### src/verilog/elem_drive_cfg.svh
// table sizes, sample width and pipeline latencies of the drive generator, include where needed
`ifndef ELEM_DRIVE_CFG_SVH
`define ELEM_DRIVE_CFG_SVH

// table geometry
`define ENV_AW    8
`define FRQ_AW    8
`define ENV_DEPTH 256
`define FRQ_DEPTH 256

`define SAMPLE_W  16    // one signed x or y component

// latency pieces along one element chain, in clock cycles
`define CMD_LAT   1     // strobe edge to start pulse
`define TBL_LAT   1     // registered table read
`define MOD_LAT   2     // complex product, then amplitude
`define SUM_LAT   1     // element summer

// strobe edge to the first sample on out_iq
`define DRIVE_LAT (`CMD_LAT + `TBL_LAT + `MOD_LAT + `SUM_LAT)

`endif
### src/verilog/elem_drive_pkg.sv
// sample, address, command and FSM types of the drive generator, imported by RTL and testbench
`include "elem_drive_cfg.svh"

package elem_drive_pkg;

	typedef logic signed [`SAMPLE_W-1:0] sample_t;
	typedef logic [`ENV_AW-1:0] env_addr_t;
	typedef logic [`FRQ_AW-1:0] frq_addr_t;
	typedef logic signed [`SAMPLE_W-1:0] amp_t;    // Q1.15, 0x7fff is near full scale

	// one complex sample; for the carrier table x is cos and y is sin
	typedef struct packed {
		sample_t x;
		sample_t y;
	} iq_t;

	// drive command, 40 bits
	typedef struct packed {
		env_addr_t env_start;
		env_addr_t env_len;     // zero gives no samples
		frq_addr_t frq_base;
		amp_t      amp;
	} elem_cmd_t;

	// host table write, 41 bits
	typedef struct packed {
		logic      sel;         // 0 envelope, 1 carrier
		env_addr_t addr;
		iq_t       data;
	} tbl_wr_t;

	typedef enum logic {
		SEQ_IDLE,
		SEQ_RUN
	} seq_state_t;

endpackage

### src/verilog/elem_cmd_decode.sv
// per element command capture, takes a strobe only while idle and holds busy until the pulse drains
`timescale 1ns/100ps
`include "elem_drive_cfg.svh"

module elem_cmd_decode (
	input  logic                      elem,
	input  logic                      rst_n,
	input  logic                      cmd_stb,
	input  elem_drive_pkg::elem_cmd_t cmd,
	input  logic                      done,
	output logic                      start,
	output elem_drive_pkg::elem_cmd_t cmd_q,
	output logic                      busy
);

	// done comes one cycle after the last address, the table and the
	// modulator still hold this many cycles of samples behind it
	localparam int DRAIN = `TBL_LAT + `MOD_LAT - 1;

	logic             accept;
	logic             accept_q;
	logic [DRAIN-1:0] done_sr;

	assign accept = cmd_stb & ~busy;    // strobes during a pulse are dropped

	always_ff @(posedge elem or negedge rst_n) begin
		if (!rst_n) begin
			accept_q <= 1'b0;
			start <= 1'b0;
			busy <= 1'b0;
			done_sr <= '0;
		end else begin
			accept_q <= accept;
			start <= accept_q;              // one cycle after the accepting edge
			done_sr <= {done_sr[DRAIN-2:0], done};
			if (accept)
				busy <= 1'b1;
			else if (done_sr[DRAIN-1])
				busy <= 1'b0;               // last sample has left the modulator
		end
	end

	// command stays put for the whole pulse, the sequencer and
	// the modulator read it until busy drops
	always_ff @(posedge elem) begin
		if (accept)
			cmd_q <= cmd;
	end

endmodule

### config.mk
export PLATFORM = sky130hd
export DESIGN_NAME = elem_cmd_decode
export DESIGN_NICKNAME = d
export VERILOG_FILES = /design/src/verilog/elem_drive_pkg.sv /design/src/verilog/elem_cmd_decode.sv
export VERILOG_INCLUDE_DIRS = /design/src /design/src/verilog
export SDC_FILE = /design/constraint.sdc
export NUM_CORES = 1
export LEC_CHECK = 0
export BUFFER_PORTS_ARGS = -buffer_cell sky130_fd_sc_hd__buf_2
export CORE_ASPECT_RATIO = 0.5
export CORE_MARGIN = 4
export CORE_UTILIZATION = 40
export DETAILED_ROUTE_END_ITERATION = 7
export GPL_TIMING_DRIVEN = 0
export PLACE_DENSITY = 0.8
export SLEW_MARGIN = 20
export SYNTH_ARGS = -nofsm -noshare
export SYNTH_HDL_FRONTEND = slang
export SYNTH_SLANG_ARGS = --single-unit
### constraint.sdc
create_clock -name elem -period 7.4 [get_ports elem]
set_input_delay 0.74 -clock elem [delete_from_list [all_inputs] [get_ports elem]]
set_output_delay 0.74 -clock elem [all_outputs]
set_load 0.02 [all_outputs]
==> out/results.txt <==
Run status: complete, no violations
Post-synthesis register bit count: 45
Placed Area: 1850 um2
Dpl hpwl: 2210 um
Post-CTS Setup Inserts: 0
CTS tree: built
Post-CTS Hold Fix Bufs: 0
Type of the tightest min-delay check: in2async
Remaining Overflow, GRT: 0
Bufs on Longest Clock Path: 2
CTS Buf Count: 5
Final Max Slew Viols: 0
Syn Inst Count: 48
Leak: 0.830 nW
Drt first pass iters: 3
Initial antenna violation count: 0
Rel. slew slack: 65.3%
Most common cell after layout, fill and taps aside: buf_2
Seq/Total Area, Yosys: 98.9%
Slew @ Worst Pin: 0.519 ns
Max Cap Viol: 0
Worst Path Required: 6.66 ns
Pin count of the biggest net entering global routing: 27
WP data arrival: 0.92 ns
CP Cell Sequence: buf_2
Leading cell types by total area after synthesis: edfxtp_1 90%, dfrtp_1 9.3%, nor2b_1 0.47%
Vias in the first global route: 895
Net Count, Synth: 92
Tcrit/Tclk final: 22.4%
DR vias/cell: 4.34
Post-route cell area: 1930 um2
Post-cts sizing count: 0
Synthesized area: 1340 um2
Fin crit period: 1.66 ns
Setup Skew: 0.00818 ns
Total global routing track utilization: 14.1%
WL final: 2850 um
Worst setup SP type: register
Power density over the cells: 257 nW/um2
TNS Setup: 0 ns
Worst Path Buf+Inv: 1
Flop2flop setup slack: 5.96 ns
CP max stage cell: dfrtp_1
R2r startpoint: busy
Share of the synthesized area in the top cell type: 89.6%
Reg clk slew, reported paths: 0.08 ns
First-pass GRT wire length: 4660 um
Commonest cells after routing, fill and taps aside: 85 x buf_2, 40 x edfxtp_1, 5 x dfrtp_1, 5 x clkbuf_8
CP Capture Type: primary output
Area delta synth->final: 43.8%
Die W: 89.9 um
Clock sink count: 45
Die Area: 4400 um2
Detailed-route wire length per cell: 15.8 um
Final Hold Slack: 0.249 ns
CP top delay family: flip-flops
Reg2reg end: cmd_q[18]
Die Height: 48.9 um
Placer Congestion: 0.727
Worst Reg-to-Reg Cells: 2
DRT iter0 DRCs: 43
Final setup margin: 5.74 ns
RSZ-0062 raised after global routing: false
Layout cells sized above 1: 65.2%
Via count: 785
ANT cells: 0
Core ar.: 3100 um2
Worst VDD drop: 0.101 mV
I/O pins: 86
Final nets: 185
# rows: 14
Synthesized area per cell: 27.9 um2
Ys Warns: 0
Yosys top cell by area: edfxtp_1
Port bufs: 85
Largest stage delay, worst path: 0.43 ns
Post-route ant nets: 0
Filler instances: 225
Clk_lat worst skew: 0.29 ns
Pre-CTS WS: 5.53 ns
Distinct cells, synth: 5
Drt drc: 0
Fmax achieved: 0.604 GHz
# setup viols final: 0
Starting Density: 43.3%
Worst Path Max Fanout: 4
Number of H-tree levels: 2
CP Class: reg2out
Final hold vios: 0
Root Buffer: clkbuf_8
## worst max-delay path by stage
stage | endpoint | startpoint | depth (start not counted)
6_report | busy | busy | 1
5_1_grt | busy | busy | 1
4_1_cts | busy | busy | 1
3_5_place_dp | cmd_q[0] | cmd_stb | 3
3_3_place_gp | cmd_q[4] | cmd_stb | 2
2_1_floorplan | cmd_q[0] | cmd_stb | 1
## through the flow
step	util [%]	power, mW	instances
6_report	62.2	0.495	181
3_5_place_dp	59.7	0.366	174
5_1_grt	62.2	0.518	181
2_1_floorplan	-	0.335	48
4_1_cts	62.2	0.500	181
3_3_place_gp	58.6	0.361	173
## per-layer routing
metal / global-route usage (%) / routed length [um]
met1: 14.2 / 963
met2: 26.9 / 1740
met3: 3.85 / 71
met4: 7.61 / 79
met5: 0 / 0
## flip-flops by register name (all words and copies together) (netlist names)
register / count
accept_q: 1
busy: 1
cmd_q: 40
done_sr: 2
start: 1
## layout make-up
cell class | instances | area [um2] | area share, %
repair buffers | 86 | 453 | 23.5
flip-flops and latches | 45 | 1330 | 68.8
well taps | 40 | 50.0 | 2.60
clock buffers | 6 | 72.6 | 3.76
multi-input cells | 3 | 22.5 | 1.17
clock inverters | 1 | 3.75 | 0.195
## synthesized netlist by cell type
cell type / instances
a21oi_1: 1
dfrtp_1: 5
nor2b_1: 1
edfxtp_1: 40
nor2_1: 1
## power breakdown
part           internal, mW  total [mW]  leakage, nW  switching [mW]
clock network        0.0636       0.136       0.0387          0.0721
registers             0.297       0.302        0.434         0.00444
logic                0.0212      0.0581        0.358          0.0369
total                 0.382       0.495        0.830           0.113
## kinds of logic after synthesis
kind of cell / Yosys count / share of synthesized area (%)
AOI/OAI and AO/OA: 1 / 0.373
and+or+nand+nor: 2 / 0.746
DFF: 45 / 98.9
(Power assumes the default switching activity.)
