===== config.mk =====
export PLATFORM = sky130hd
export DESIGN_NAME = elem_sum
export DESIGN_NICKNAME = d
export VERILOG_FILES = /design/src/verilog/elem_drive_pkg.sv /design/src/verilog/elem_sum.sv
export VERILOG_INCLUDE_DIRS = /design/src /design/src/verilog
export SDC_FILE = /design/constraint.sdc
export NUM_CORES = 1
export LEC_CHECK = 0
export ABC_AREA = 1
export BUFFER_PORTS_ARGS = -buffer_cell sky130_fd_sc_hd__clkbuf_2
export CORE_AREA = 2 2 81 83
export DETAILED_ROUTE_END_ITERATION = 10
export DIE_AREA = 0 0 83 85
export PLACE_DENSITY = 0.88
export SYNTH_ARGS = -nofsm -noshare
export SYNTH_HDL_FRONTEND = slang
export SYNTH_SLANG_ARGS = --single-unit

===== constraint.sdc =====
create_clock -name elem -period 0.8 [get_ports elem]
set_input_delay 0.12 -clock elem [delete_from_list [all_inputs] [get_ports elem]]
set_output_delay 0.12 -clock elem [all_outputs]
set_load 0.01 [all_outputs]

===== src/verilog/elem_drive_cfg.svh =====
// table sizes, sample width and pipeline latencies of the drive generator, include where needed
`ifndef ELEM_DRIVE_CFG_SVH
`define ELEM_DRIVE_CFG_SVH

// table geometry
`define ENV_AW    8
`define FRQ_AW    8
`define ENV_DEPTH 256
`define FRQ_DEPTH 256

`define SAMPLE_W  16    // one signed x or y component

// latency pieces along one element chain, in clock cycles
`define CMD_LAT   1     // strobe edge to start pulse
`define TBL_LAT   1     // registered table read
`define MOD_LAT   2     // complex product, then amplitude
`define SUM_LAT   1     // element summer

// strobe edge to the first sample on out_iq
`define DRIVE_LAT (`CMD_LAT + `TBL_LAT + `MOD_LAT + `SUM_LAT)

`endif

===== src/verilog/elem_drive_pkg.sv =====
// sample, address, command and FSM types of the drive generator, imported by RTL and testbench
`include "elem_drive_cfg.svh"

package elem_drive_pkg;

	typedef logic signed [`SAMPLE_W-1:0] sample_t;
	typedef logic [`ENV_AW-1:0] env_addr_t;
	typedef logic [`FRQ_AW-1:0] frq_addr_t;
	typedef logic signed [`SAMPLE_W-1:0] amp_t;    // Q1.15, 0x7fff is near full scale

	// one complex sample; for the carrier table x is cos and y is sin
	typedef struct packed {
		sample_t x;
		sample_t y;
	} iq_t;

	// drive command, 40 bits
	typedef struct packed {
		env_addr_t env_start;
		env_addr_t env_len;     // zero gives no samples
		frq_addr_t frq_base;
		amp_t      amp;
	} elem_cmd_t;

	// host table write, 41 bits
	typedef struct packed {
		logic      sel;         // 0 envelope, 1 carrier
		env_addr_t addr;
		iq_t       data;
	} tbl_wr_t;

	typedef enum logic {
		SEQ_IDLE,
		SEQ_RUN
	} seq_state_t;

endpackage


===== src/verilog/elem_sum.sv =====
// sums the two element streams with 16 bit wraparound into the single output stream
`timescale 1ns/100ps

module elem_sum (
	input  logic                elem,
	input  logic                rst_n,
	input  logic                valid0,
	input  logic                valid1,
	input  elem_drive_pkg::iq_t iq0,
	input  elem_drive_pkg::iq_t iq1,
	output logic                out_valid,
	output elem_drive_pkg::iq_t out_iq
);
	import elem_drive_pkg::*;

	iq_t a0;
	iq_t a1;

	// an idle element adds nothing
	assign a0 = valid0 ? iq0 : '0;
	assign a1 = valid1 ? iq1 : '0;

	// no overflow check, sums wrap
	always_ff @(posedge elem) begin
		out_iq.x <= a0.x + a1.x;
		out_iq.y <= a0.y + a1.y;
	end

	always_ff @(posedge elem or negedge rst_n) begin
		if (!rst_n)
			out_valid <= 1'b0;
		else
			out_valid <= valid0 | valid1;
	end

endmodule


==> impl_metrics.csv <==
group,metric,value,unit
outcome,outcome,"finished with violations",
outcome,failed_checks,"setup timing",
worst_setup_path,critPathRequiredTime,0.98,ns
placement,port-buffer-count,100,
floorplanning,floorplan.initialDensity,49.0,%
floorplanning,io_pins,101,
cts,cts_tree,"done",
placement,post-place-cells,726,
logic_synthesis,yosysSeqAreaShare,21.9,%
global_routing,grt_usage,25.0,%
logic_synthesis,mappedNetlistNets,624,
worst_setup_path,timing.critical_path.arrival,1.51,ns
worst_setup_path,cp_cell_sequence,"clkbuf_16, buf_4, nand2_1, inv_1, ha_4, nand2_4, nor2_2, nand2_2, nand2_4, nand2_2, nand3_1, nand2_1",
detailed_routing,avgViaCountPerCell,5.08,
power,fin_total_pwr,6120,uW
logic_synthesis,synth_largest_area_cell,"nand2_1",
cts,cts.root.buffer_cell,"clkbuf_8",
flow_run,drv.max_cap_violation_count,0,
floorplanning,die_w,83,um
worst_setup_path,worstPathBufferInverterCount,3,
cts,cts_sinks,33,
worst_setup_path,critPathMaxStageDelay,0.30,ns
sta,period_minus_slack,1.33,ns
sta,timing_max_transition_violations_final,0,
floorplanning,fp.dieH,85,um
worst_setup_path,critical_path.max_fanout,7,
power,vdd_ir_drop_max,0.803,mV
detailed_routing,postRouteWirelength,10600,um
worst_setup_path,setup.worst_path.class,"in2reg",
cts,number_of_buffers_created_by_cts,5,
logic_synthesis,total_standard_cell_area_after_synthesis,0.00304,mm2
cts,max-clock-path-buffers,2,
floorplanning,coreArea,0.00620,mm2
worst_setup_path,crit_family,"simple AND/OR/NAND/NOR gates",
layout,final_area,0.00498,mm2
placement,gp_congestion,0.900,
sta,slew_headroom,84.2,%
layout,fin_nets,768,
global_routing,grt-ovfl-total,0,
sta,grt_setup_unrepaired,"yes",
logic_synthesis,netlist.area_leader.share,26.4,%
sta,hold_viol,0,
detailed_routing,vias,3791,
logic_synthesis,synth.lib_cells_used.distinct,20,
placement,detailed_place.area,0.00415,mm2
worst_setup_path,start_kind,"primary input",
detailed_routing,route.detailed.wl_per_inst,14.2,um
layout,antenna_cells_inserted,0,
floorplanning,row_cnt,29,
logic_synthesis,synth_top_cells_by_area,"nand2_1 26%, dfxtp_1 21%, inv_1 17%, ha_1 12%, xor2_1 4.6%",
logic_synthesis,postSynthRegisterBits,33,
power,leakagePower,0.00308,uW
placement,post-dp-hpwl,6700,um
floorplanning,fp.dieArea,0.00706,mm2
logic_synthesis,ys_warn_count,0,
global_routing,maximum_number_of_pins_on_one_net_before_global_route_repair,16,
layout,final_cell_count_no_fill,746,
global_routing,first_global_vias,3498,
detailed_routing,initialDrtViolationCount,150,
worst_setup_path,worst_path_max_delay_cell,"ha_4",
worst_hold_path,worst_hold_path_type,"in2async",
detailed_routing,detailedRoute.firstPassIterationCount,5,
cts,h-tree-depth,2,
detailed_routing,antenna_violation_net_count_after_detailed_routing,0,
global_routing,antenna_found_initial,0,
power,cellPowerDensity,1230,mW/mm2
layout,synthToLayoutAreaGrowth,64.0,%
sta,timing.fmax,0.754,GHz
layout,drive_above_1_share,49.0,%
layout,fillCellCount,364,
worst_setup_path,timing.critical_path.depth,12,
sta,setup_viol,63,
sta,layout_worst_path_cycle_share,166,%
logic_synthesis,syn_inst,524,
cts,clk_transition_reported_paths,0.07,ns
logic_synthesis,postSynthAreaPerCell,5.80,um2
global_routing,grt_pass1_wl,14600,um
worst_setup_path,nature_of_the_critical_path_endpoint,"register",
sta,tightest_slew,0.237,ns
sta,final.setup.worst_slack,-0.526,ns
detailed_routing,remaining_design_rule_violation_count,0,
-- placed cells by master (no fill, tap or decap), types with 2 or more instances in the layout --
cell type,count
buf_4,35
xor2_1,16
fa_2,2
nand3_4,2
nand4_1,2
nand3_2,9
nor3_2,5
nand2_1,154
a21oi_4,2
nor2_2,5
inv_1,121
ha_1,2
dfxtp_2,14
buf_6,17
nor2_1,9
clkbuf_8,8
nand2_2,59
a21oi_2,10
inv_2,21
nor2_4,2
a21oi_1,4
clkbuf_16,3
nand3_1,13
nand2_4,13
dfxtp_1,18
ha_4,28
clkbuf_2,66
buf_2,18
buf_8,3
-- how the worst max path moves through the flow --
| stage | startpoint | endpoint | slack [ns] |
|---|---|---|---|
| CTS | valid0 | out_iq[11]$_DFF_P_ | -0.45 |
| finish | valid0 | out_iq[31]$_DFF_P_ | -0.53 |
| global placement | valid1 | out_iq[30]$_DFF_P_ | -0.89 |
| global route | valid0 | out_iq[30]$_DFF_P_ | -0.57 |
| detailed placement | valid1 | out_iq[31]$_DFF_P_ | -0.96 |
| floorplan | valid0 | out_iq[30]$_DFF_P_ | -0.79 |
-- report_power, final --
part           switching (uW)  total, uW  internal, uW
registers                87.3       1990          1900
logic                    1350       2630          1280
clock network             717       1500           780
-- sequential cells by signal, indices dropped and copies added (netlist names) --
register	flops
out_iq	32
out_valid	1
-- layout make-up --
class                           instances  area (um2)  area share, %
Clock inverter                          1        5.00          0.100
Timing Repair Buffer                  145        1040           20.8
Clock buffer                            7        96.3           1.93
Sequential cell                        33         683           13.7
Tap cell                               77        96.3           1.93
Inverter                              142         533           10.7
Multi-Input combinational cell        341        2530           50.8
-- kinds of logic after synthesis --
family | share of synthesized area [%]
buf+inv | 18.8
compound gates | 3.33
flops | 21.9
fa+ha+maj | 13.7
simple gates | 37.7
xor+xnor | 4.61
-- what timing repair did --
| action | 4_1_cts | 5_1_grt |
|---|---|---|
| gates resized for setup | 66 | 135 |
| gates cloned | 1 | 1 |
| setup endpoints to repair | 63 | 63 |
| endpoints found under the hold margin | 1 | 0 |
| hold buffers | 1 | 0 |
| setup buffers | 4 | 5 |
| pin swaps | 19 | 33 |
-- metrics by stage --
stage | hold WS, ns | setup TNS [ns] | setup WS, ns | util [%]
2_1_floorplan | -0.176 | -18.00 | -0.786 | -
3_3_place_gp | -0.105 | -23.03 | -0.890 | 66.9
3_5_place_dp | -0.104 | -24.37 | -0.961 | 66.9
4_1_cts | 0.123 | -12.17 | -0.450 | 73.6
5_1_grt | 0.144 | -15.40 | -0.571 | 80.3
6_report | 0.129 | -13.18 | -0.526 | 80.3
-- synth_stat cells (all sizes together) --
cell	instances
a21oi	16
buf	6
clkbuf	2
dfrtp	1
dfxtp	32
fa	2
ha	30
inv	142
nand2	226
nand3	24
nand4	2
nor2	16
nor3	6
o21ai	2
or2	1
xor2	16
-- per-layer routing --
metal / global-route usage [%] / share of wire [%] / up-vias
li1: - / - / 1806
met3: 3.99 / 5.1 / 65
met4: 9.84 / 6.1 / 0
met1: 24.2 / 35 / 1753
met5: 0 / 0 / -
met2: 51.8 / 54 / 167
Power figures use the tool's default switching activity.
