File: src/verilog/elem_drive_cfg.svh
// table sizes, sample width and pipeline latencies of the drive generator, include where needed
`ifndef ELEM_DRIVE_CFG_SVH
`define ELEM_DRIVE_CFG_SVH

// table geometry
`define ENV_AW    8
`define FRQ_AW    8
`define ENV_DEPTH 256
`define FRQ_DEPTH 256

`define SAMPLE_W  16    // one signed x or y component

// latency pieces along one element chain, in clock cycles
`define CMD_LAT   1     // strobe edge to start pulse
`define TBL_LAT   1     // registered table read
`define MOD_LAT   2     // complex product, then amplitude
`define SUM_LAT   1     // element summer

// strobe edge to the first sample on out_iq
`define DRIVE_LAT (`CMD_LAT + `TBL_LAT + `MOD_LAT + `SUM_LAT)

`endif
File: src/verilog/elem_drive_pkg.sv
// sample, address, command and FSM types of the drive generator, imported by RTL and testbench
`include "elem_drive_cfg.svh"

package elem_drive_pkg;

	typedef logic signed [`SAMPLE_W-1:0] sample_t;
	typedef logic [`ENV_AW-1:0] env_addr_t;
	typedef logic [`FRQ_AW-1:0] frq_addr_t;
	typedef logic signed [`SAMPLE_W-1:0] amp_t;    // Q1.15, 0x7fff is near full scale

	// one complex sample; for the carrier table x is cos and y is sin
	typedef struct packed {
		sample_t x;
		sample_t y;
	} iq_t;

	// drive command, 40 bits
	typedef struct packed {
		env_addr_t env_start;
		env_addr_t env_len;     // zero gives no samples
		frq_addr_t frq_base;
		amp_t      amp;
	} elem_cmd_t;

	// host table write, 41 bits
	typedef struct packed {
		logic      sel;         // 0 envelope, 1 carrier
		env_addr_t addr;
		iq_t       data;
	} tbl_wr_t;

	typedef enum logic {
		SEQ_IDLE,
		SEQ_RUN
	} seq_state_t;

endpackage

File: src/verilog/amp_modulator.sv
// per element modulator, envelope times carrier then times amplitude, two register stages
`timescale 1ns/100ps
`include "elem_drive_cfg.svh"

module amp_modulator (
	input  logic                 elem,
	input  logic                 rst_n,
	input  logic                 gate,
	input  elem_drive_pkg::iq_t  env_iq,
	input  elem_drive_pkg::iq_t  frq_iq,
	input  elem_drive_pkg::amp_t amp,
	output logic                 mod_valid,
	output elem_drive_pkg::iq_t  mod_iq
);
	import elem_drive_pkg::*;

	sample_t ex;
	sample_t ey;
	sample_t fc;
	sample_t fs;
	logic signed [2*`SAMPLE_W:0]   px_full;
	logic signed [2*`SAMPLE_W:0]   py_full;
	logic signed [2*`SAMPLE_W-1:0] sx_full;
	logic signed [2*`SAMPLE_W-1:0] sy_full;
	logic gate_d;          // lines up with the table read data
	logic valid_p;         // lines up with prod_d
	iq_t  prod_d;

	// Q1.15 renormalize, arithmetic shift then keep the low 16 bits
	function automatic sample_t q15(input logic signed [2*`SAMPLE_W:0] v);
		return sample_t'(v >>> 15);
	endfunction

	assign ex = env_iq.x;
	assign ey = env_iq.y;
	assign fc = frq_iq.x;
	assign fs = frq_iq.y;

	// stage 1 complex product, full width before the shift
	assign px_full = ex * fc - ey * fs;
	assign py_full = ex * fs + ey * fc;

	// stage 2 amplitude
	assign sx_full = prod_d.x * amp;
	assign sy_full = prod_d.y * amp;

	always_ff @(posedge elem) begin
		prod_d.x <= q15(px_full);
		prod_d.y <= q15(py_full);
		mod_iq.x <= q15(sx_full);
		mod_iq.y <= q15(sy_full);
	end

	always_ff @(posedge elem or negedge rst_n) begin
		if (!rst_n) begin
			gate_d <= 1'b0;
			valid_p <= 1'b0;
			mod_valid <= 1'b0;
		end else begin
			gate_d <= gate;
			valid_p <= gate_d;
			mod_valid <= valid_p;
		end
	end

endmodule

File: config.mk
export PLATFORM = sky130hd
export DESIGN_NAME = amp_modulator
export DESIGN_NICKNAME = d
export VERILOG_FILES = /design/src/verilog/elem_drive_pkg.sv /design/src/verilog/amp_modulator.sv
export VERILOG_INCLUDE_DIRS = /design/src /design/src/verilog
export SDC_FILE = /design/constraint.sdc
export NUM_CORES = 2
export LEC_CHECK = 0
export ABC_AREA = 1
export BUFFER_PORTS_ARGS = -buffer_cell sky130_fd_sc_hd__buf_2
export CORE_ASPECT_RATIO = 1.25
export CORE_MARGIN = 8
export CORE_UTILIZATION = 47
export CTS_CLUSTER_DIAMETER = 80
export CTS_CLUSTER_SIZE = 8
export DETAILED_ROUTE_END_ITERATION = 6
export GPL_TIMING_DRIVEN = 0
export SYNTH_ARGS = -nofsm -noshare
export SYNTH_HDL_FRONTEND = slang
export SYNTH_SLANG_ARGS = --single-unit
File: constraint.sdc
create_clock -name elem -period 5 [get_ports elem]
set_input_delay 0.5 -clock elem [delete_from_list [all_inputs] [get_ports elem]]
set_output_delay 0.5 -clock elem [all_outputs]
set_load 0.01 [all_outputs]
==> results_dict.tcl <==
set metrics [dict create \
    via_per_inst 5.21 \
    ctsHtreeMaxLevel 3 \
    grt_max_degree 16 \
    grt_util_all_layers_pct 32.8 \
    mappedNetlistArea_mm2 0.0619 \
    synth.most_common_cell "sky130_fd_sc_hd__inv_1" \
    achievable-frequency_ghz 0.148 \
    gr-total-overflow 0 \
    fin_crit_ps 6750 \
    io_buffers 111 \
    worst_hold_path_cells 1 \
    root_buffer "sky130_fd_sc_hd__clkbuf_16" \
    final_core_util_pct 57.7 \
    cp_top_family "adder cells" \
    die_height_um 422 \
    final.period_utilization_pct 135 \
    total_nets_after_synthesis 9896 \
    synth_top_area_share_pct 52.7 \
    filler_cell_count 12001 \
    max_slew.worst_pin.slew_ps 1000 \
    critical_path_class "input port to flip-flop" \
    critPathMostFrequentCell "sky130_fd_sc_hd__inv_1" \
    slowest_stage "sky130_fd_sc_hd__fa_2" \
    final.setup.worst_slack_ps -1750 \
    post_drt_wl_per_cell_um 23.5 \
    drive_gt1_share_pct 19.3 \
    slew-limit-headroom_pct 33.1 \
    number_of_antenna_violations_at_the_first_check_in_global_routing 18 \
    maximum_single_stage_delay_on_the_critical_path_ps 570 \
    setup_viol 63 \
    worst-endpoint-required_ps 5240 \
    drc 0 \
    vias_in_the_first_global_route 56095 \
    die_outline_area_mm2 0.144 \
    worst_setup_path_start_kind "input port" \
    kind_of_path_behind_the_tightest_hold_check "input port to flip-flop" \
    placed_cells_incl_taps 9585 \
    failing_checks "setup timing" \
    clkTransAtPathRegs_ps 70 \
    drt_first_iter_violations 3817 \
    cp_data_arrival_time_ps 7000 \
    path_depth 29 \
    synth-seq-cells 67 \
    result_of_the_run "finished, violations left" \
    insertion_delay_ps 400 \
    ys_seq_area_share_pct 2.19 \
    areaGrowthSynthToFinish_pct 22.6 \
    synth.avg_cell_area_um2 8.00 \
    cts.path.max_buffers 2 \
    synth_async_sr_flop_share_pct 4.48 \
    detailedRoute.firstPassIterationCount 6 \
    ys_dominant_reg_cell "sky130_fd_sc_hd__dfxtp_1" \
    synth_area_leader_cell "sky130_fd_sc_hd__fa_1" \
    report.final.slew_viol_count 0 \
    die_width_um 341 \
    core.rowCount 149 \
    most_used_standard_cells_in_the_synthesized_netlist "2667 x sky130_fd_sc_hd__inv_1, 1900 x sky130_fd_sc_hd__nand2_1, 1629 x sky130_fd_sc_hd__fa_1" \
    yosys_warnings 0 \
    setup_clock_skew_after_layout_ps 23.9 \
    postRouteAntennaNets 0 \
    synth-edff-count 0 \
    io_pins 116 \
    final-hold-violation-count 0 \
    start_util_pct 47.1 \
    routed-via-count 51691 \
    grt_first_pass_wirelength_um 346000 \
    place_worst_setup_slack_ps -3400 \
    detail_route.wirelength_um 234000 \
    gp_congestion 1.02 \
    grt_setup_unrepaired "true" \
    cp_max_fo 5 \
    maxCapViolCount 0 \
    cp.buffers_inverters 13 \
    synth_cells 7738 \
    tritoncts "done" \
    number_of_clock_buffers_inserted_by_tritoncts 9 \
    setup.reg_to_reg.worst_slack_ps -490 \
    reg2regPathDepth 24 \
    worst_setup_path_end_kind "flip-flop" \
    layout.cells.non_filler 9930 \
    fin_area_mm2 0.0759 \
    synth.distinct_cells 42 \
    post-dp-hpwl_um 189000 \
    core_region_area_mm2 0.131 \
    post_synth_main_area_contributors "sky130_fd_sc_hd__fa_1 53%, sky130_fd_sc_hd__inv_1 16%, sky130_fd_sc_hd__nand2_1 12%" \
    dpl_cell_area_mm2 0.0667 \
    design.final.nets 10335 \
    cts_sinks 67 \
]
==> stage by stage <==
step                      setup TNS, ps  hold slack (ps)
after floorplan                  -40220              204
after global placement          -114840              294
after detailed placement        -114480              298
after CTS                        -53540              210
after global routing             -68530              224
final                            -57250              228
==> sequential cells by signal (all words and copies together), names as in the netlist <==
name / count
valid_p: 1
prod_d: 32
mod_iq: 32
gate_d: 1
mod_valid: 1
==> layout by cell type, fill, tap and decap left out, drive strengths merged, types with 47 or more instances in the layout <==
master	netlist	routed
inv	2670	2665
nand2	1902	1902
fa	1629	1629
buf	3	458
ha	446	446
clkbuf	280	261
nor2	176	176
a21oi	123	123
nand3	97	97
o21ai	77	77
dfxtp	64	64
xor2	47	47
==> kinds of logic (layout without fill, tap and decap cells) <==
logic type | Yosys count | after routing | share of synthesized area (%)
xor gates and xnor gates | 83 | 83 | 1.17
other | 0 | 12 | 0
DFF | 67 | 67 | 2.19
AOI/OAI and AO/OA | 271 | 271 | 2.48
adders and majority gates | 2075 | 2075 | 61.7
buffers and inverters | 2953 | 3397 | 17.9
and+or+nand+nor | 2289 | 2289 | 14.5
==> layout make-up <==
cell class | instances | area (um^2) | share of cell area [%]
diodes | 12 | 30.0 | 0.0396
multi-input cells | 4718 | 53400 | 70.4
plain buffers | 276 | 4570 | 6.02
repair inverters | 1 | 6.26 | 0.00824
flip-flops and latches | 67 | 1460 | 1.92
well taps | 1736 | 2170 | 2.86
clock buffers | 10 | 229 | 0.302
clock inverters | 6 | 66.3 | 0.0874
repair buffers | 434 | 3860 | 5.09
inverters | 2670 | 10100 | 13.3
==> path summary, 6_finish.rpt <==
check | startpoint | end
worst max-delay path | env_iq[15] | prod_d[15]$_DFF_P_
worst min-delay path | gate | gate_d$_DFF_PN0_
worst max register to register | prod_d[28]$_DFF_P_ | mod_iq[31]$_DFF_P_
worst min register to register | gate_d$_DFF_PN0_ | valid_p$_DFF_PN0_
max in group asynchronous | rst_n | gate_d$_DFF_PN0_
min in group asynchronous | rst_n | valid_p$_DFF_PN0_
==> routing by layer <==
layer	share of wire [%]	GRT usage, %	vias up
li1	-	-	22230
met2	49	55.9	2384
met3	7.5	6.02	874
met5	0.0094	0	-
met4	11	26.5	4
met1	33	35.5	26199
==> timing repair <==
item,in CTS,in global routing
pin swaps,277,232
setup buffers,224,96
setup endpoints to repair,64,64
cloned,9,1
gates resized for setup,1227,348
hold buffers,1,0
endpoints found under the hold margin,3,0
Power is not shown: default switching activity piles up to over one toggle a cycle in this logic, so the estimate is an artifact.
