## src/verilog/elem_drive_cfg.svh

```systemverilog
// table sizes, sample width and pipeline latencies of the drive generator, include where needed
`ifndef ELEM_DRIVE_CFG_SVH
`define ELEM_DRIVE_CFG_SVH

// table geometry
`define ENV_AW    8
`define FRQ_AW    8
`define ENV_DEPTH 256
`define FRQ_DEPTH 256

`define SAMPLE_W  16    // one signed x or y component

// latency pieces along one element chain, in clock cycles
`define CMD_LAT   1     // strobe edge to start pulse
`define TBL_LAT   1     // registered table read
`define MOD_LAT   2     // complex product, then amplitude
`define SUM_LAT   1     // element summer

// strobe edge to the first sample on out_iq
`define DRIVE_LAT (`CMD_LAT + `TBL_LAT + `MOD_LAT + `SUM_LAT)

`endif
```

## src/verilog/elem_drive_pkg.sv

```systemverilog
// sample, address, command and FSM types of the drive generator, imported by RTL and testbench
`include "elem_drive_cfg.svh"

package elem_drive_pkg;

	typedef logic signed [`SAMPLE_W-1:0] sample_t;
	typedef logic [`ENV_AW-1:0] env_addr_t;
	typedef logic [`FRQ_AW-1:0] frq_addr_t;
	typedef logic signed [`SAMPLE_W-1:0] amp_t;    // Q1.15, 0x7fff is near full scale

	// one complex sample; for the carrier table x is cos and y is sin
	typedef struct packed {
		sample_t x;
		sample_t y;
	} iq_t;

	// drive command, 40 bits
	typedef struct packed {
		env_addr_t env_start;
		env_addr_t env_len;     // zero gives no samples
		frq_addr_t frq_base;
		amp_t      amp;
	} elem_cmd_t;

	// host table write, 41 bits
	typedef struct packed {
		logic      sel;         // 0 envelope, 1 carrier
		env_addr_t addr;
		iq_t       data;
	} tbl_wr_t;

	typedef enum logic {
		SEQ_IDLE,
		SEQ_RUN
	} seq_state_t;

endpackage

```

## src/verilog/env_addr_seq.sv

```systemverilog
// per element address sequencer that walks env_start+n and frq_base+n for n below env_len
`timescale 1ns/100ps

module env_addr_seq (
	input  logic                      elem,
	input  logic                      rst_n,
	input  logic                      start,
	input  elem_drive_pkg::elem_cmd_t cmd_q,
	output elem_drive_pkg::env_addr_t env_addr,
	output elem_drive_pkg::frq_addr_t frq_addr,
	output logic                      gate,
	output logic                      done
);
	import elem_drive_pkg::*;

	seq_state_t state;
	env_addr_t  cnt;        // sample index on the address outputs, zero while idle
	env_addr_t  last_n;
	logic       last;
	logic       empty;

	assign last_n = cmd_q.env_len - 1'b1;
	assign empty = (cmd_q.env_len == '0);

	// sample 0 goes out in the start cycle itself
	assign gate = (state == SEQ_RUN) | (start & ~empty);
	assign last = gate & (cnt == last_n);

	// both addresses wrap modulo the table depth
	assign env_addr = cmd_q.env_start + cnt;
	assign frq_addr = cmd_q.frq_base + frq_addr_t'(cnt);

	always_ff @(posedge elem or negedge rst_n) begin
		if (!rst_n) begin
			state <= SEQ_IDLE;
			cnt <= '0;
			done <= 1'b0;
		end else begin
			done <= last | (start & empty);
			case (state)
				SEQ_IDLE: begin
					if (gate && !last) begin    // length one finishes in the start cycle
						state <= SEQ_RUN;
						cnt <= env_addr_t'(1);
					end
				end
				SEQ_RUN: begin
					if (last) begin
						state <= SEQ_IDLE;
						cnt <= '0;
					end else begin
						cnt <= cnt + 1'b1;
					end
				end
				default: state <= SEQ_IDLE;
			endcase
		end
	end

endmodule

```

## config.mk

```make
export PLATFORM = sky130hd
export DESIGN_NAME = env_addr_seq
export DESIGN_NICKNAME = d
export VERILOG_FILES = /design/src/verilog/elem_drive_pkg.sv /design/src/verilog/env_addr_seq.sv
export VERILOG_INCLUDE_DIRS = /design/src /design/src/verilog
export SDC_FILE = /design/constraint.sdc
export NUM_CORES = 1
export LEC_CHECK = 0
export BUFFER_PORTS_ARGS = -buffer_cell sky130_fd_sc_hd__buf_2
export CAP_MARGIN = 20
export CORE_MARGIN = 2
export CORE_UTILIZATION = 51
export DETAILED_ROUTE_END_ITERATION = 10
export GPL_ROUTABILITY_DRIVEN = 0
export GPL_TIMING_DRIVEN = 0
export PLACE_DENSITY = 0.95
export SLEW_MARGIN = 0
export SYNTH_ARGS = -nofsm -noshare
export SYNTH_HDL_FRONTEND = slang
export SYNTH_SLANG_ARGS = --single-unit
```

## constraint.sdc

```tcl
create_clock -name elem -period 4.1 [get_ports elem]
set_clock_uncertainty 0.05 [all_clocks]
set_input_delay 0 -clock elem [delete_from_list [all_inputs] [get_ports elem]]
set_output_delay 0 -clock elem [all_outputs]
set_load 0.005 [all_outputs]
```

==> summary by stage <==
Worst setup path
The cell with the biggest individual delay on the critical path is sky130_fd_sc_hd__dfrtp_1. The nature of the critical path endpoint is a primary output. The worst setup path is launched from a register.

The required time of the worst setup path is approximately 4.1 ns. The buffers plus inverters on the worst setup path is 1. The signal on the critical path passes through ha_1, a21o_1, a21oi_1, nor2b_1, o21a_1, o41ai_1, xnor2_1, buf_2.

In this run the worst path has a maximum fanout of 8. The kind of cell with the highest combined delay along the critical path is compound AO/OA/AOI/OAI gates. The delay of the slowest cell on the worst path is about 0.48 ns.

The worst setup path is of the reg2out kind. STA puts the critical path data arrival time at 2.40 ns.

GRT
Entering global routing, the biggest net connects 11 pins. The global-route wire length before repair is 4730 um. The number of global-route vias before repair was roughly 1100. The overall routing resource usage is 22.0%. Summed over all layers, the global routing overflow is 0.

The number of antenna violations at the first check in global routing is 0.

Detailed routing
In the final routed layout, each cell accounts on average for 13.1 um. The number of nets with antenna violations after detailed routing is 0. The initial detailed-routing violation count is 15. The per-cell via count in the routed design is 5.41. For this run, the detailed router's first-pass iteration total came to 4. Summed over all layers, the routed wires come to 2980 um. The total number of vias is 1233. The number of remaining DRC errors is 0.

Power and ir drop
In this run the static leakage power is roughly 0.82 nW. The total power divided by cell area is 619 nW/um2. The peak ir drop on the vdd network is 0.000531 V.

The design draws 1.02 mW.

Clock network
The maximum clock path buffer count is 2. The number of buffers inserted by post-CTS setup repair is 0. The quantity of hold-fixing buffers added after cts is 2. TritonCTS built the clock tree. The number of H-tree branching levels is 1. The CTS buffer count is 3. The later-pin clock latency in the skew report is 0.27 ns. After clock tree synthesis, the clock-pin slew on the worst setup and hold paths is 0.07 ns.

The sink count of the clock tree is 10. The post-cts resize count is 0. Clock tree synthesis selected as its root buffer the cell sky130_fd_sc_hd__clkbuf_4.

Synth
The sequential element share of the synthesized area is 18.7%. The most instantiated flip-flop cell in the synthesis netlist is sky130_fd_sc_hd__dfrtp_1. The fraction of synthesis flops using an asynchronous set or reset pin is 100%. Counting flops with a built-in enable in the synthesized netlist gives 0. The number of warning messages in the yosys log is 0. Counting flops and latches in the post-synthesis netlist gives 10. The synthesized net count is 210.

The post-synthesis cell type count is 43. The average instance in the mapped netlist occupies 9.03 um2. After synthesis the cells add up to 1340 um2. The post-synthesis instance total is 148.

Timing
The normalized max-slew margin is 72.5%. Setup violations remaining at the end of the flow were counted as 0. The clock period could shrink to 2.45 ns. The final clock period utilization by the worst path is 59.8%. The final-report max-slew violation count was 0. Setup repair after global routing left no endpoint under its margin. The final hold violation count is 0. Adding up every negative setup slack in the final design gives 0 ns. The maximum frequency from static timing analysis is 0.408 GHz.

At the pin with the least slew margin, the transition time is 0.408 ns.

Layout
The number of antenna diodes is 0. After routing the design area is 1650 um2. In the final layout, the share of cells above drive strength 1 is 30.8%. Leaving out fill and tap cells, the most frequent cells in the layout are sky130_fd_sc_hd__buf_2, sky130_fd_sc_hd__ha_1, sky130_fd_sc_hd__xnor2_1. In the final design database the tool counted 261 nets. The library cell used most frequently in the layout, excluding fill and tap cells, is sky130_fd_sc_hd__buf_2. Counting the fill cells in the layout gives ~210. The area growth from synthesis to layout is 23.5%.

The count of cells in the finished layout, fillers not included, comes to 228.

Floorplan
The cell row count is 18. The floorplan step defined a core boundary enclosing ~2500 um2. The height of the chip is 55.2 um. The chip width is ~55 um. The initial utilization of the core area, before any placement, comes to 53.9%. For this design the top-level I/O count stands at 61. The floorplan step defined a die boundary enclosing 3050 um2.

Placement
The cell area after placement is 1590 um2. The detailed placement HPWL is 2450 um. The number of buffers added on ports is 44.

In this run, placement finished with an instance count of 222.

Status
The flow ran to the end, and the final reports show no timing, DRC or antenna violations.

Worst hold path
The path class of the lowest-slack min-delay path is in2async.

Run
The tool flagged a number of max-cap violations equal to 0.
## Yosys cell counts, types with 4 or more instances
cell	n	area, um2
sky130_fd_sc_hd__o21ai_0	4	20.0
sky130_fd_sc_hd__nor2_1	9	33.8
sky130_fd_sc_hd__nand3_1	5	25.0
sky130_fd_sc_hd__nand2_1	6	22.5
sky130_fd_sc_hd__inv_1	12	45.0
sky130_fd_sc_hd__a21o_1	5	37.5
sky130_fd_sc_hd__o2bb2ai_1	6	52.6
sky130_fd_sc_hd__a21oi_1	4	20.0
sky130_fd_sc_hd__dfrtp_1	10	250
sky130_fd_sc_hd__xnor2_1	16	140
sky130_fd_sc_hd__nor2b_1	6	37.5
sky130_fd_sc_hd__xor2_1	11	96.3
sky130_fd_sc_hd__ha_1	17	213
## worst register-to-register path: stages, from the launching register on
cell	delay, ns
sky130_fd_sc_hd__dfrtp_1	0.35
sky130_fd_sc_hd__buf_4	0.16
sky130_fd_sc_hd__xor2_1	0.29
sky130_fd_sc_hd__a221o_1	0.16
sky130_fd_sc_hd__o311ai_1	0.11
sky130_fd_sc_hd__o211ai_2	0.39
sky130_fd_sc_hd__nand2_1	0.26
sky130_fd_sc_hd__o2bb2ai_1	0.21
## kinds of logic after synthesis
family                     Yosys count  share of synthesized area (%)
DFF                                 10                           18.7
adders and majority gates           19                           18.9
xor gates and xnor gates            27                           17.7
and+or+nand+nor                     45                           20.5
buffers and inverters               15                           5.15
AOI/OAI and AO/OA                   32                           19.0
## final cells by class
| cell class | count | area, um2 | share of cell area, % |
|---|---|---|---|
| Multi-Input combinational cell | 123 | 1020 | 61.6 |
| Sequential cell | 10 | 250 | 15.2 |
| Timing Repair Buffer | 46 | 240 | 14.6 |
| Inverter | 12 | 45.0 | 2.73 |
| Tap cell | 30 | 37.5 | 2.27 |
| Clock buffer | 4 | 36.3 | 2.20 |
| Buffer | 3 | 23.8 | 1.44 |
## worst paths after layout
path,from,to,slack [ns],cells after the start
min,rst_n,cnt[0],0.08,2
min reg2reg,cnt[7],cnt[7],0.56,2
max,cnt[1],frq_addr[7],1.65,8
max in group asynchronous,rst_n,cnt[6],3.72,2
max reg2reg,cnt[7],cnt[2],2.04,7
min in group elem,cmd_q[31],done,0.21,5
## state kept, by name (all words and copies together) (netlist names), named ones only
signal  cells
cnt         8
done        1
## routing by layer
metal | track usage (%) | share of wire, % | vias to the layer above
met3 | 4.84 | 3.7 | 4
met4 | 5.28 | 1.0 | 0
met5 | 0 | 0 | -
li1 | - | - | 637
met1 | 27.1 | 44 | 565
met2 | 38.9 | 51 | 27
## through the flow
stage | worst slack [ns] | util, % | hold slack [ns]
3_5_place_dp | 1.96 | 64.3 | -0.180
5_1_grt | 1.51 | 66.6 | 0.0863
3_3_place_gp | 2.02 | 64.3 | -0.179
2_1_floorplan | 2.27 | - | -0.346
4_1_cts | 1.65 | 66.6 | 0.0666
6_report | 1.65 | 66.6 | 0.0808
## report_power, final
part | switching (mW) | total, mW | internal, mW
Sequential | 0.0622 | 0.195 | 0.133
Combinational | 0.362 | 0.740 | 0.378
Clock | 0.0331 | 0.0870 | 0.0539
Power figures use the tool's default switching activity.
